`src/hw/board_pad_pkg.sv`:
```
// Pad types for a 16-bit BPI flash with 23-bit word address, five open-drain I2C lines, two SFP cages
package board_pad_pkg;

    // Flash bus
    typedef logic [15:0] flash_data_t;
    typedef logic [22:0] flash_addr_t;

    // Open-drain I2C lines, one bit each
    localparam int I2C_LINES = 5;

    typedef logic [I2C_LINES-1:0] i2c_lines_t;

    // Bit positions within i2c_lines_t
    localparam int I2C_SFP_SCL    = 0;
    localparam int I2C_SFP1_SDA   = 1;
    localparam int I2C_SFP2_SDA   = 2;
    localparam int I2C_EEPROM_SCL = 3;
    localparam int I2C_EEPROM_SDA = 4;

    // {sfp_1_npres, sfp_2_npres, sfp_1_los, sfp_2_los}
    typedef logic [3:0] sfp_status_t;

    // Depth of the pad input synchronizers
    localparam int SYNC_STAGES = 2;

endpackage

```
`src/hw/icap_cmd_pkg.sv`:
```
// Command words for a 32-bit configuration port; words are given in port order before bit reversal
package icap_cmd_pkg;

    typedef logic [31:0] icap_word_t;

    // Reboot command set
    localparam icap_word_t ICAP_DUMMY     = 32'hFFFF_FFFF;
    localparam icap_word_t ICAP_SYNC      = 32'hAA99_5566;
    // Type 1 packet, no-op
    localparam icap_word_t ICAP_NOOP      = 32'h2000_0000;
    // Type 1 write, one word to CMD register
    localparam icap_word_t ICAP_CMD_WRITE = 32'h3000_8001;
    localparam icap_word_t ICAP_IPROG     = 32'h0000_000F;

    // Boot request crosses in from a slow external source
    localparam int BOOT_SYNC_STAGES = 3;

    // Each state names the word on the port while in it
    typedef enum logic [2:0] {
        ST_IDLE,
        ST_DUMMY,
        ST_SYNC,
        ST_NOOP,
        ST_CMD,
        ST_IPROG,
        ST_TAIL
    } reboot_state_t;

endpackage

```
`src/hw/pad_input_sync.sv`:
```
// Plain flop chains, no glitch filtering; multi-bit inputs are not coherent across bits
module pad_input_sync (
    input  logic                       pcie_user_clk,
    input  logic                       arst_n_i,

    input  logic                       fpga_boot_i,
    input  board_pad_pkg::sfp_status_t sfp_status_i,
    input  board_pad_pkg::i2c_lines_t  i2c_pad_i,
    input  board_pad_pkg::flash_data_t flash_dq_pad_i,

    output logic                       boot_req_o,
    output board_pad_pkg::sfp_status_t sfp_status_sync_o,
    output board_pad_pkg::i2c_lines_t  i2c_sync_o,
    output board_pad_pkg::flash_data_t flash_dq_sync_o
);

    import board_pad_pkg::*;
    import icap_cmd_pkg::*;

    logic [BOOT_SYNC_STAGES-1:0] boot_q;

    sfp_status_t status_q [SYNC_STAGES];
    i2c_lines_t  i2c_q    [SYNC_STAGES];
    flash_data_t dq_q     [SYNC_STAGES];

    always_ff @(posedge pcie_user_clk or negedge arst_n_i) begin
        if (!arst_n_i) begin
            boot_q <= '0;
            for (int i = 0; i < SYNC_STAGES; i++) begin
                status_q[i] <= '0;
                i2c_q[i]    <= '0;
                dq_q[i]     <= '0;
            end
        end else begin
            // Shift in at bit 0
            boot_q <= {boot_q[BOOT_SYNC_STAGES-2:0], fpga_boot_i};

            status_q[0] <= sfp_status_i;
            i2c_q[0]    <= i2c_pad_i;
            dq_q[0]     <= flash_dq_pad_i;
            for (int i = 1; i < SYNC_STAGES; i++) begin
                status_q[i] <= status_q[i-1];
                i2c_q[i]    <= i2c_q[i-1];
                dq_q[i]     <= dq_q[i-1];
            end
        end
    end

    assign boot_req_o        = boot_q[BOOT_SYNC_STAGES-1];
    assign sfp_status_sync_o = status_q[SYNC_STAGES-1];
    assign i2c_sync_o        = i2c_q[SYNC_STAGES-1];
    assign flash_dq_sync_o   = dq_q[SYNC_STAGES-1];

endmodule

```
`config.mk`:
```
export PLATFORM = sky130hd
export DESIGN_NAME = pad_input_sync
export DESIGN_NICKNAME = d
export VERILOG_FILES = /design/src/hw/board_pad_pkg.sv /design/src/hw/icap_cmd_pkg.sv /design/src/hw/pad_input_sync.sv
export SDC_FILE = /design/constraint.sdc
export NUM_CORES = 1
export LEC_CHECK = 0
export ABC_AREA = 1
export BUFFER_PORTS_ARGS = -buffer_cell sky130_fd_sc_hd__buf_4
export CAP_MARGIN = 40
export CORE_AREA = 2 2 60 62
export CTS_BUF_LIST = sky130_fd_sc_hd__clkbuf_8 sky130_fd_sc_hd__clkbuf_16
export DETAILED_ROUTE_END_ITERATION = 12
export DIE_AREA = 0 0 62 64
export PLACE_DENSITY = 0.79
export REMOVE_ABC_BUFFERS = 1
export SYNTH_ARGS = -nofsm -noshare
export SYNTH_HDL_FRONTEND = slang
export SYNTH_SLANG_ARGS = --single-unit
```
`constraint.sdc`:
```
create_clock -name pcie_user_clk -period 0.8 [get_ports pcie_user_clk]
set_input_delay 0.16 -clock pcie_user_clk [delete_from_list [all_inputs] [get_ports pcie_user_clk]]
set_output_delay 0.16 -clock pcie_user_clk [all_outputs]
set_load 0.01 [all_outputs]
```
==> results.ini <==
[synthesis]
ys_ff_latch = 53
yosysTopAreaCell = dfrtp_1
yosysSeqAreaShare_pct = 87.6
syn_inst = 78
synth_area_leaders = dfrtp_1 88%, buf_4 12%
synth_top_area_share_pct = 87.6
yosys_warnings = 0
netlist_area_sq_um = 1510
synth.distinct_cells = 2
avgSynthCellArea_sq_um = 19.4

[setup_path]
reg2reg_slack_ps = 300
path_delay_family = flip-flops
arrival_ps = 830
crit_fanout = 1
path_class = register to output pin
path_cells = buf_6
max_stage_delay_ps = 410
cp-start-kind = register
endpoint_kind = output pin
crit_buf_inv = 1
critPathRequiredTime_ps = 640
cp_slowest_cell = dfrtp_1

[placement]
portBuffers = 53
place_inst = 154
place_area_sq_um = 1810
gp_congestion = 0.617
pre_cts_slack_ps = 144
hpwl_microns = 1540

[power_and_ir_drop]
powerDensity_nw_per_um2 = 2200
clock_power_share_pct = 34.2
power_mw = 5.04
ir_worst_vdd_mv = 1.09
power_frac_seq_pct = 56.8
p_switching_mw = 1.00
p_comb_share_pct = 9.0
p_int_mw = 4.04
switching_share_pct = 19.9
leakagePower_nw = 1.09

[layout]
stdcell_area_sq_um = 2290
multi_input_gates = 0
seqCellArea_sq_um = 1330
fin_util_pct = 69.7
final_cells = 189
nNetsFinal = 170
diodes = 0
multi_input_area_sq_um = 0
layout_common_cells = 53 x dfrtp_1, 28 x buf_4, 27 x dlygate4sd3_1
syn_to_final_growth_pct = 51.2
layout_commonest_cell = dfrtp_1
fill_cells = 201
drive_above_1_share_pct = 43.4

[sta]
fin_worst_skew_ps = 4.91
fmax_mhz = 1010
slew_headroom_pct = 85.9
setup_viol = 26
finalCriticalPeriod_ps = 993
hold_slack_ps = 350
timing.final.ws_setup_ps = -193
final_max_slew_viol_count = 0
fin_crit_sh_pct = 124
tightestPinTransition_ps = 212
finalHoldViolCount = 0
rsz0062_at_grt = yes
tns_ps = -4160

[cts]
clock-sinks = 53
clk_path_buf_depth = 2
path_clk_slew_ps = 90
insertion_delay_ps = 290
postCtsSetupRepairBufs = 0
numCtsBuffers = 5
cts_root_buffer = clkbuf_8
htreeDepth = 2
cts_tree = built

[detailed_routing]
post_drt_via_cell_ratio = 3.93
detail-route-antenna-nets = 0
wl_met3_microns = 195
route.detailed.drc = 0
num_vias = 742
first_iter_violations = 47
dr_wl_met2_microns = 1390
routed_wl_microns = 2540
wl_per_cell_microns = 13.4
maxUsedRoutingLayer = met4
wl_met1_microns = 910
first_pass_iters = 2

[floorplan]
ios = 54
die_y_microns = 64
initial_utilization_pct = 46.1
placeableCoreArea_sq_um = 3280
num_rows = 21
die_w_microns = 62
die_area_sq_um = 3970

[grt]
track_usage_pct = 14.6
grt_max_degree = 37
grt_pass1_vias = 825
grt_remaining_overflow = 0
antenna_found_initial = 0
grt_pass1_wl_microns = 3910

[outcome]
violations = setup timing
status = complete, but fails checks

[worst_hold_path]
min_path_type = register to register

[run]
timing.max_cap.violations = 0

cells by family after synthesis:
| group | Yosys count | share of synthesized area (%) |
|---|---|---|
| buf+inv | 25 | 12.4 |
| flops | 53 | 87.6 |
state kept, by name, indices dropped and copies added (netlist names):
name               flops
sfp_status_sync_o      4
status_q               4
boot_q                 3
i2c_sync_o             5
dq_q                  16
i2c_q                  5
flash_dq_sync_o       16
power groups by stage:
stage | Sequential, mW | Combinational, mW | Clock [mW]
floorplan | 2.93 | 0 | 0
global placement | 2.90 | 0.299 | 0
detailed placement | 2.90 | 0.310 | 0
CTS | 2.86 | 0.458 | 1.75
global route | 2.88 | 0.491 | 1.90
finish | 2.86 | 0.454 | 1.72
synthesized netlist by cell type:
cell type   n
buf_4      25
dfrtp_1    53
final timing paths:
path | end | start | cells past startpoint
max | flash_dq_sync_o[2] | flash_dq_sync_o[2] | 1
min | flash_dq_sync_o[14] | dq_q[30] | 0
max reg2reg | flash_dq_sync_o[9] | dq_q[25] | 0
min reg2reg | flash_dq_sync_o[14] | dq_q[30] | 0
max in group asynchronous | dq_q[28] | arst_n_i | 3
min in group asynchronous | dq_q[24] | arst_n_i | 3
per-layer routing:
| metal | GRT usage (%) | up-vias |
|---|---|---|
| met3 | 4.25 | 5 |
| met1 | 16.6 | 365 |
| li1 | - | 337 |
| met5 | 0 | - |
| met2 | 24.2 | 35 |
| met4 | 7.18 | 0 |
final cells by class:
class	count	share of cell area [%]
timing repair buffer	82	34.7
clock inverter	3	1.86
sequential	53	58.0
tap	46	2.52
clock buffer	5	3.01
repair_timing:
item	CTS	global route
resized for setup	26	0
hold endpoints to repair	79	0
setup endpoints to repair	26	26
hold buffers	27	0
(Power assumes the default switching activity.)
