`src/hw/icap_cmd_pkg.sv`:
```
// Command words for a 32-bit configuration port; words are given in port order before bit reversal
package icap_cmd_pkg;

    typedef logic [31:0] icap_word_t;

    // Reboot command set
    localparam icap_word_t ICAP_DUMMY     = 32'hFFFF_FFFF;
    localparam icap_word_t ICAP_SYNC      = 32'hAA99_5566;
    // Type 1 packet, no-op
    localparam icap_word_t ICAP_NOOP      = 32'h2000_0000;
    // Type 1 write, one word to CMD register
    localparam icap_word_t ICAP_CMD_WRITE = 32'h3000_8001;
    localparam icap_word_t ICAP_IPROG     = 32'h0000_000F;

    // Boot request crosses in from a slow external source
    localparam int BOOT_SYNC_STAGES = 3;

    // Each state names the word on the port while in it
    typedef enum logic [2:0] {
        ST_IDLE,
        ST_DUMMY,
        ST_SYNC,
        ST_NOOP,
        ST_CMD,
        ST_IPROG,
        ST_TAIL
    } reboot_state_t;

endpackage

```
`src/hw/icap_reboot_seq.sv`:
```
// Availability is checked only at start; a started sequence always runs to the end
module icap_reboot_seq (
    input  logic                    pcie_user_clk,
    input  logic                    arst_n_i,

    input  logic                    boot_req_i,
    input  logic                    icap_avail_i,

    output logic                    icap_csib_o,
    output logic                    icap_rdwrb_o,
    output icap_cmd_pkg::icap_word_t icap_di_o
);

    import icap_cmd_pkg::*;

    reboot_state_t state_q;
    icap_word_t    word_q;
    logic          csib_q;

    always_ff @(posedge pcie_user_clk or negedge arst_n_i) begin
        if (!arst_n_i) begin
            state_q <= ST_IDLE;
            word_q  <= ICAP_DUMMY;
            csib_q  <= 1'b1;
        end else begin
            case (state_q)
                ST_IDLE: begin
                    csib_q <= 1'b1;
                    word_q <= ICAP_DUMMY;
                    if (boot_req_i && icap_avail_i) begin
                        state_q <= ST_DUMMY;
                        csib_q  <= 1'b0;
                    end
                end
                ST_DUMMY: begin
                    state_q <= ST_SYNC;
                    word_q  <= ICAP_SYNC;
                end
                ST_SYNC: begin
                    state_q <= ST_NOOP;
                    word_q  <= ICAP_NOOP;
                end
                ST_NOOP: begin
                    state_q <= ST_CMD;
                    word_q  <= ICAP_CMD_WRITE;
                end
                ST_CMD: begin
                    state_q <= ST_IPROG;
                    word_q  <= ICAP_IPROG;
                end
                ST_IPROG: begin
                    // Trailing no-op flushes the IPROG
                    state_q <= ST_TAIL;
                    word_q  <= ICAP_NOOP;
                end
                ST_TAIL: begin
                    state_q <= ST_IDLE;
                    csib_q  <= 1'b1;
                    word_q  <= ICAP_DUMMY;
                end
                default: begin
                    state_q <= ST_IDLE;
                    csib_q  <= 1'b1;
                    word_q  <= ICAP_DUMMY;
                end
            endcase
        end
    end

    // Port takes each byte MSB first, byte order unchanged
    always_comb begin
        for (int b = 0; b < $bits(icap_word_t) / 8; b++) begin
            for (int i = 0; i < 8; i++) begin
                icap_di_o[8*b + i] = word_q[8*b + 7 - i];
            end
        end
    end

    assign icap_csib_o  = csib_q;
    // Write direction only
    assign icap_rdwrb_o = 1'b0;

endmodule

```
`config.mk`:
```
export PLATFORM = sky130hd
export DESIGN_NAME = icap_reboot_seq
export DESIGN_NICKNAME = d
export VERILOG_FILES = /design/src/hw/icap_cmd_pkg.sv /design/src/hw/icap_reboot_seq.sv
export SDC_FILE = /design/constraint.sdc
export NUM_CORES = 1
export LEC_CHECK = 0
export ABC_AREA = 1
export BUFFER_PORTS_ARGS = -buffer_cell sky130_fd_sc_hd__buf_2
export CAP_MARGIN = 20
export CORE_MARGIN = 4
export CORE_UTILIZATION = 43
export DETAILED_ROUTE_END_ITERATION = 6
export PLACE_DENSITY = 0.92
export RECOVER_POWER = 25
export SLEW_MARGIN = 20
export SYNTH_ARGS = -nofsm -noshare
export SYNTH_HDL_FRONTEND = slang
export SYNTH_SLANG_ARGS = --single-unit
```
`constraint.sdc`:
```
create_clock -name pcie_user_clk -period 2.1 [get_ports pcie_user_clk]
set_input_delay 0.42 -clock pcie_user_clk [delete_from_list [all_inputs] [get_ports pcie_user_clk]]
set_output_delay 0.42 -clock pcie_user_clk [all_outputs]
set_load 0.05 [all_outputs]
```
==> flow_metrics.env <==
export IMPL_status="complete, no violations"
export IMPL_cts_tree="built"
export IMPL_crit_path_start_kind="flop"
export IMPL_vias=412
export IMPL_critPathRequiredTime_ns=1.68
export IMPL_wl_microns=960
export IMPL_detail_route_antenna_nets=0
export IMPL_gr_usage_met2_pct=13.9
export IMPL_grt_pass1_vias=308
export IMPL_cts_num_sinks=11
export IMPL_maxCapViolations=0
export IMPL_worst_slack_ns=0.520
export IMPL_crit_fanout=13
export IMPL_clk_pin_slew_ns=0.07
export IMPL_arrival_ns=1.16
export IMPL_placed_area_sq_um=599
export IMPL_fmax_mhz=633
export IMPL_grtUsageTotal_pct=9.73
export IMPL_grt_max_degree=14
export IMPL_syn_nets=66
export IMPL_htree_levels=1
export IMPL_worstSetupEndpointType="output pin"
export IMPL_io_pins=38
export IMPL_ys_seq_area_share_pct=47.0
export IMPL_synth_area_sq_um=607
export IMPL_area_growth_pct=4.12
export IMPL_design_area_sq_um=632
export IMPL_diodes=0
export IMPL_criticalPathCategory="flop to output pin"
export IMPL_drt_pass1_iter_count=4
export IMPL_yosysWarnings=0
export IMPL_fp_row_count=13
export IMPL_crit_path_top_delay_cell="dfstp_2"
export IMPL_met3_usage_pct=2.37
export IMPL_initial_core_util_pct=46.1
export IMPL_dpl_cell_count=86
export IMPL_fillers=125
export IMPL_yosysUniqueCellTypes=15
export IMPL_drc=0
export IMPL_antenna_found_initial=0
export IMPL_crit_chain="buf_2"
export IMPL_via_per_inst=4.53
export IMPL_slew_limit_headroom_pct=64.1
export IMPL_final_nets=81
export IMPL_period_share_pct=75.3
export IMPL_gp_congestion=0.787
export IMPL_stdcell_count=91
export IMPL_top_usage_layer="met2"
export IMPL_synth_seq_cells=11
export IMPL_core_sq_um=1320
export IMPL_setup_viol=0
export IMPL_grt_setup_unrepaired="no"
export IMPL_skew_ns=0.00159
export IMPL_worstSkewPairLatency_ns=0.27
export IMPL_maxSlewViolCount=0
export IMPL_wire_per_inst_microns=10.5
export IMPL_die_y_microns=45.6
export IMPL_cts_buffers=3
export IMPL_dieArea_sq_um=2080
export IMPL_dp_slack_ns=0.799
export IMPL_die_x_microns=45.6
export IMPL_synth_cells=62
export IMPL_setup_tns_ns=0
export IMPL_worst_path_largest_cell_delay_ns=0.60
export IMPL_cts_setup_buffers=0
export IMPL_cp_num_buf_inv=1
export IMPL_grt_use_met1_pct=10.1
export IMPL_crit_family="flip-flops"
export IMPL_worst_slew_pin_slew_ns=0.539
export IMPL_period_needed_ns=1.58
export IMPL_drt_iter0_drc=5
export IMPL_drive_above_1_share_pct=65.8
export IMPL_hold_violations=0
export IMPL_grt_pass1_wl_mm=1.29
export IMPL_clock_root_buffer="clkbuf_4"
export IMPL_synth_area_per_cell_sq_um=9.79
export IMPL_clk_path_buf_depth=2
export IMPL_numPortBuffers=36
export IMPL_dpl_hpwl_microns=750
export IMPL_hp_class="input pin to flop"
export IMPL_grt_overflow=0
## layout by cell type (no fill, tap or decap)
| cell | count |
|---|---|
| nor2_2 | 1 |
| conb_1 | 1 |
| clkbuf_4 | 3 |
| nand2_1 | 7 |
| dlygate4sd3_1 | 1 |
| o211ai_1 | 1 |
| o21ai_0 | 1 |
| nor2_1 | 1 |
| a21oi_1 | 2 |
| nand3_1 | 2 |
| dfstp_2 | 8 |
| inv_1 | 4 |
| xnor2_1 | 1 |
| buf_2 | 35 |
| clkbuf_1 | 2 |
| inv_2 | 1 |
| dfrtp_1 | 3 |
| nand2_2 | 2 |
## final timing paths
kind                                  to  cells past startpoint         start  slack, ns
max                        icap_di_o[11]                      1    word_q[27]       0.52
min                          icap_csib_o                      4  icap_avail_i       0.44
max reg2reg                  icap_csib_o                      4    state_q[1]       0.98
min reg2reg                  icap_csib_o                      2   icap_csib_o       0.49
max in group asynchronous      word_q[0]                      2      arst_n_i       1.10
min in group asynchronous     state_q[0]                      2      arst_n_i       0.63
## per-layer routing
metal | part of all wire [%] | up-vias | wire [microns]
met2 | 38 | 41 | 368
met1 | 35 | 179 | 333
li1 | - | 188 | -
met3 | 23 | 4 | 220
met4 | 4.0 | 0 | 38
met5 | 0 | - | 0
## sequential cells by signal, summed over array words and instances, names as in the netlist
| name | cells |
|---|---|
| word_q | 7 |
| state_q | 3 |
| icap_csib_o | 1 |
## synthesized netlist by cell type
master	number	area share [%]
buf_4	26	32
dfstp_2	8	35
nand2_1	7	4.3
inv_1	4	2.5
dfrtp_1	3	12
a21oi_1	2	1.6
nand2_2	2	2.1
nand3_1	2	1.6
nor2_2	2	2.1
buf_6	1	1.9
conb_1	1	0.62
inv_2	1	0.62
o211ai_1	1	1.2
o21ai_0	1	0.82
xnor2_1	1	1.4
## stage by stage
step / hold slack [ns] / util, %
2_1_floorplan: 0.124 / -
3_3_place_gp: 0.288 / 45.5
3_5_place_dp: 0.294 / 45.5
4_1_cts: 0.446 / 48.2
5_1_grt: 0.476 / 48.0
6_report: 0.444 / 48.0
## cells by family after synthesis
group | share of synthesized area [%]
simple gates | 10.1
compound gates | 3.71
other cells | 0.618
flops | 47.0
buf+inv | 37.1
xor+xnor | 1.44
## area by class of cell
class | count | area (sq um) | share of cell area [%]
Multi-Input combinational cell | 19 | 93.8 | 14.9
Clock buffer | 4 | 26.3 | 4.16
Timing Repair Buffer | 37 | 189 | 29.9
Inverter | 5 | 18.8 | 2.97
Tap cell | 15 | 18.8 | 2.97
Sequential cell | 11 | 285 | 45.1
## what timing repair did
action | in CTS | in global routing
resized for setup | 0 | 0
endpoints found under the hold margin | 2 | 0
hold buffers | 1 | 0
Power is not shown: default switching activity piles up to over one toggle a cycle in this logic, so the estimate is an artifact.
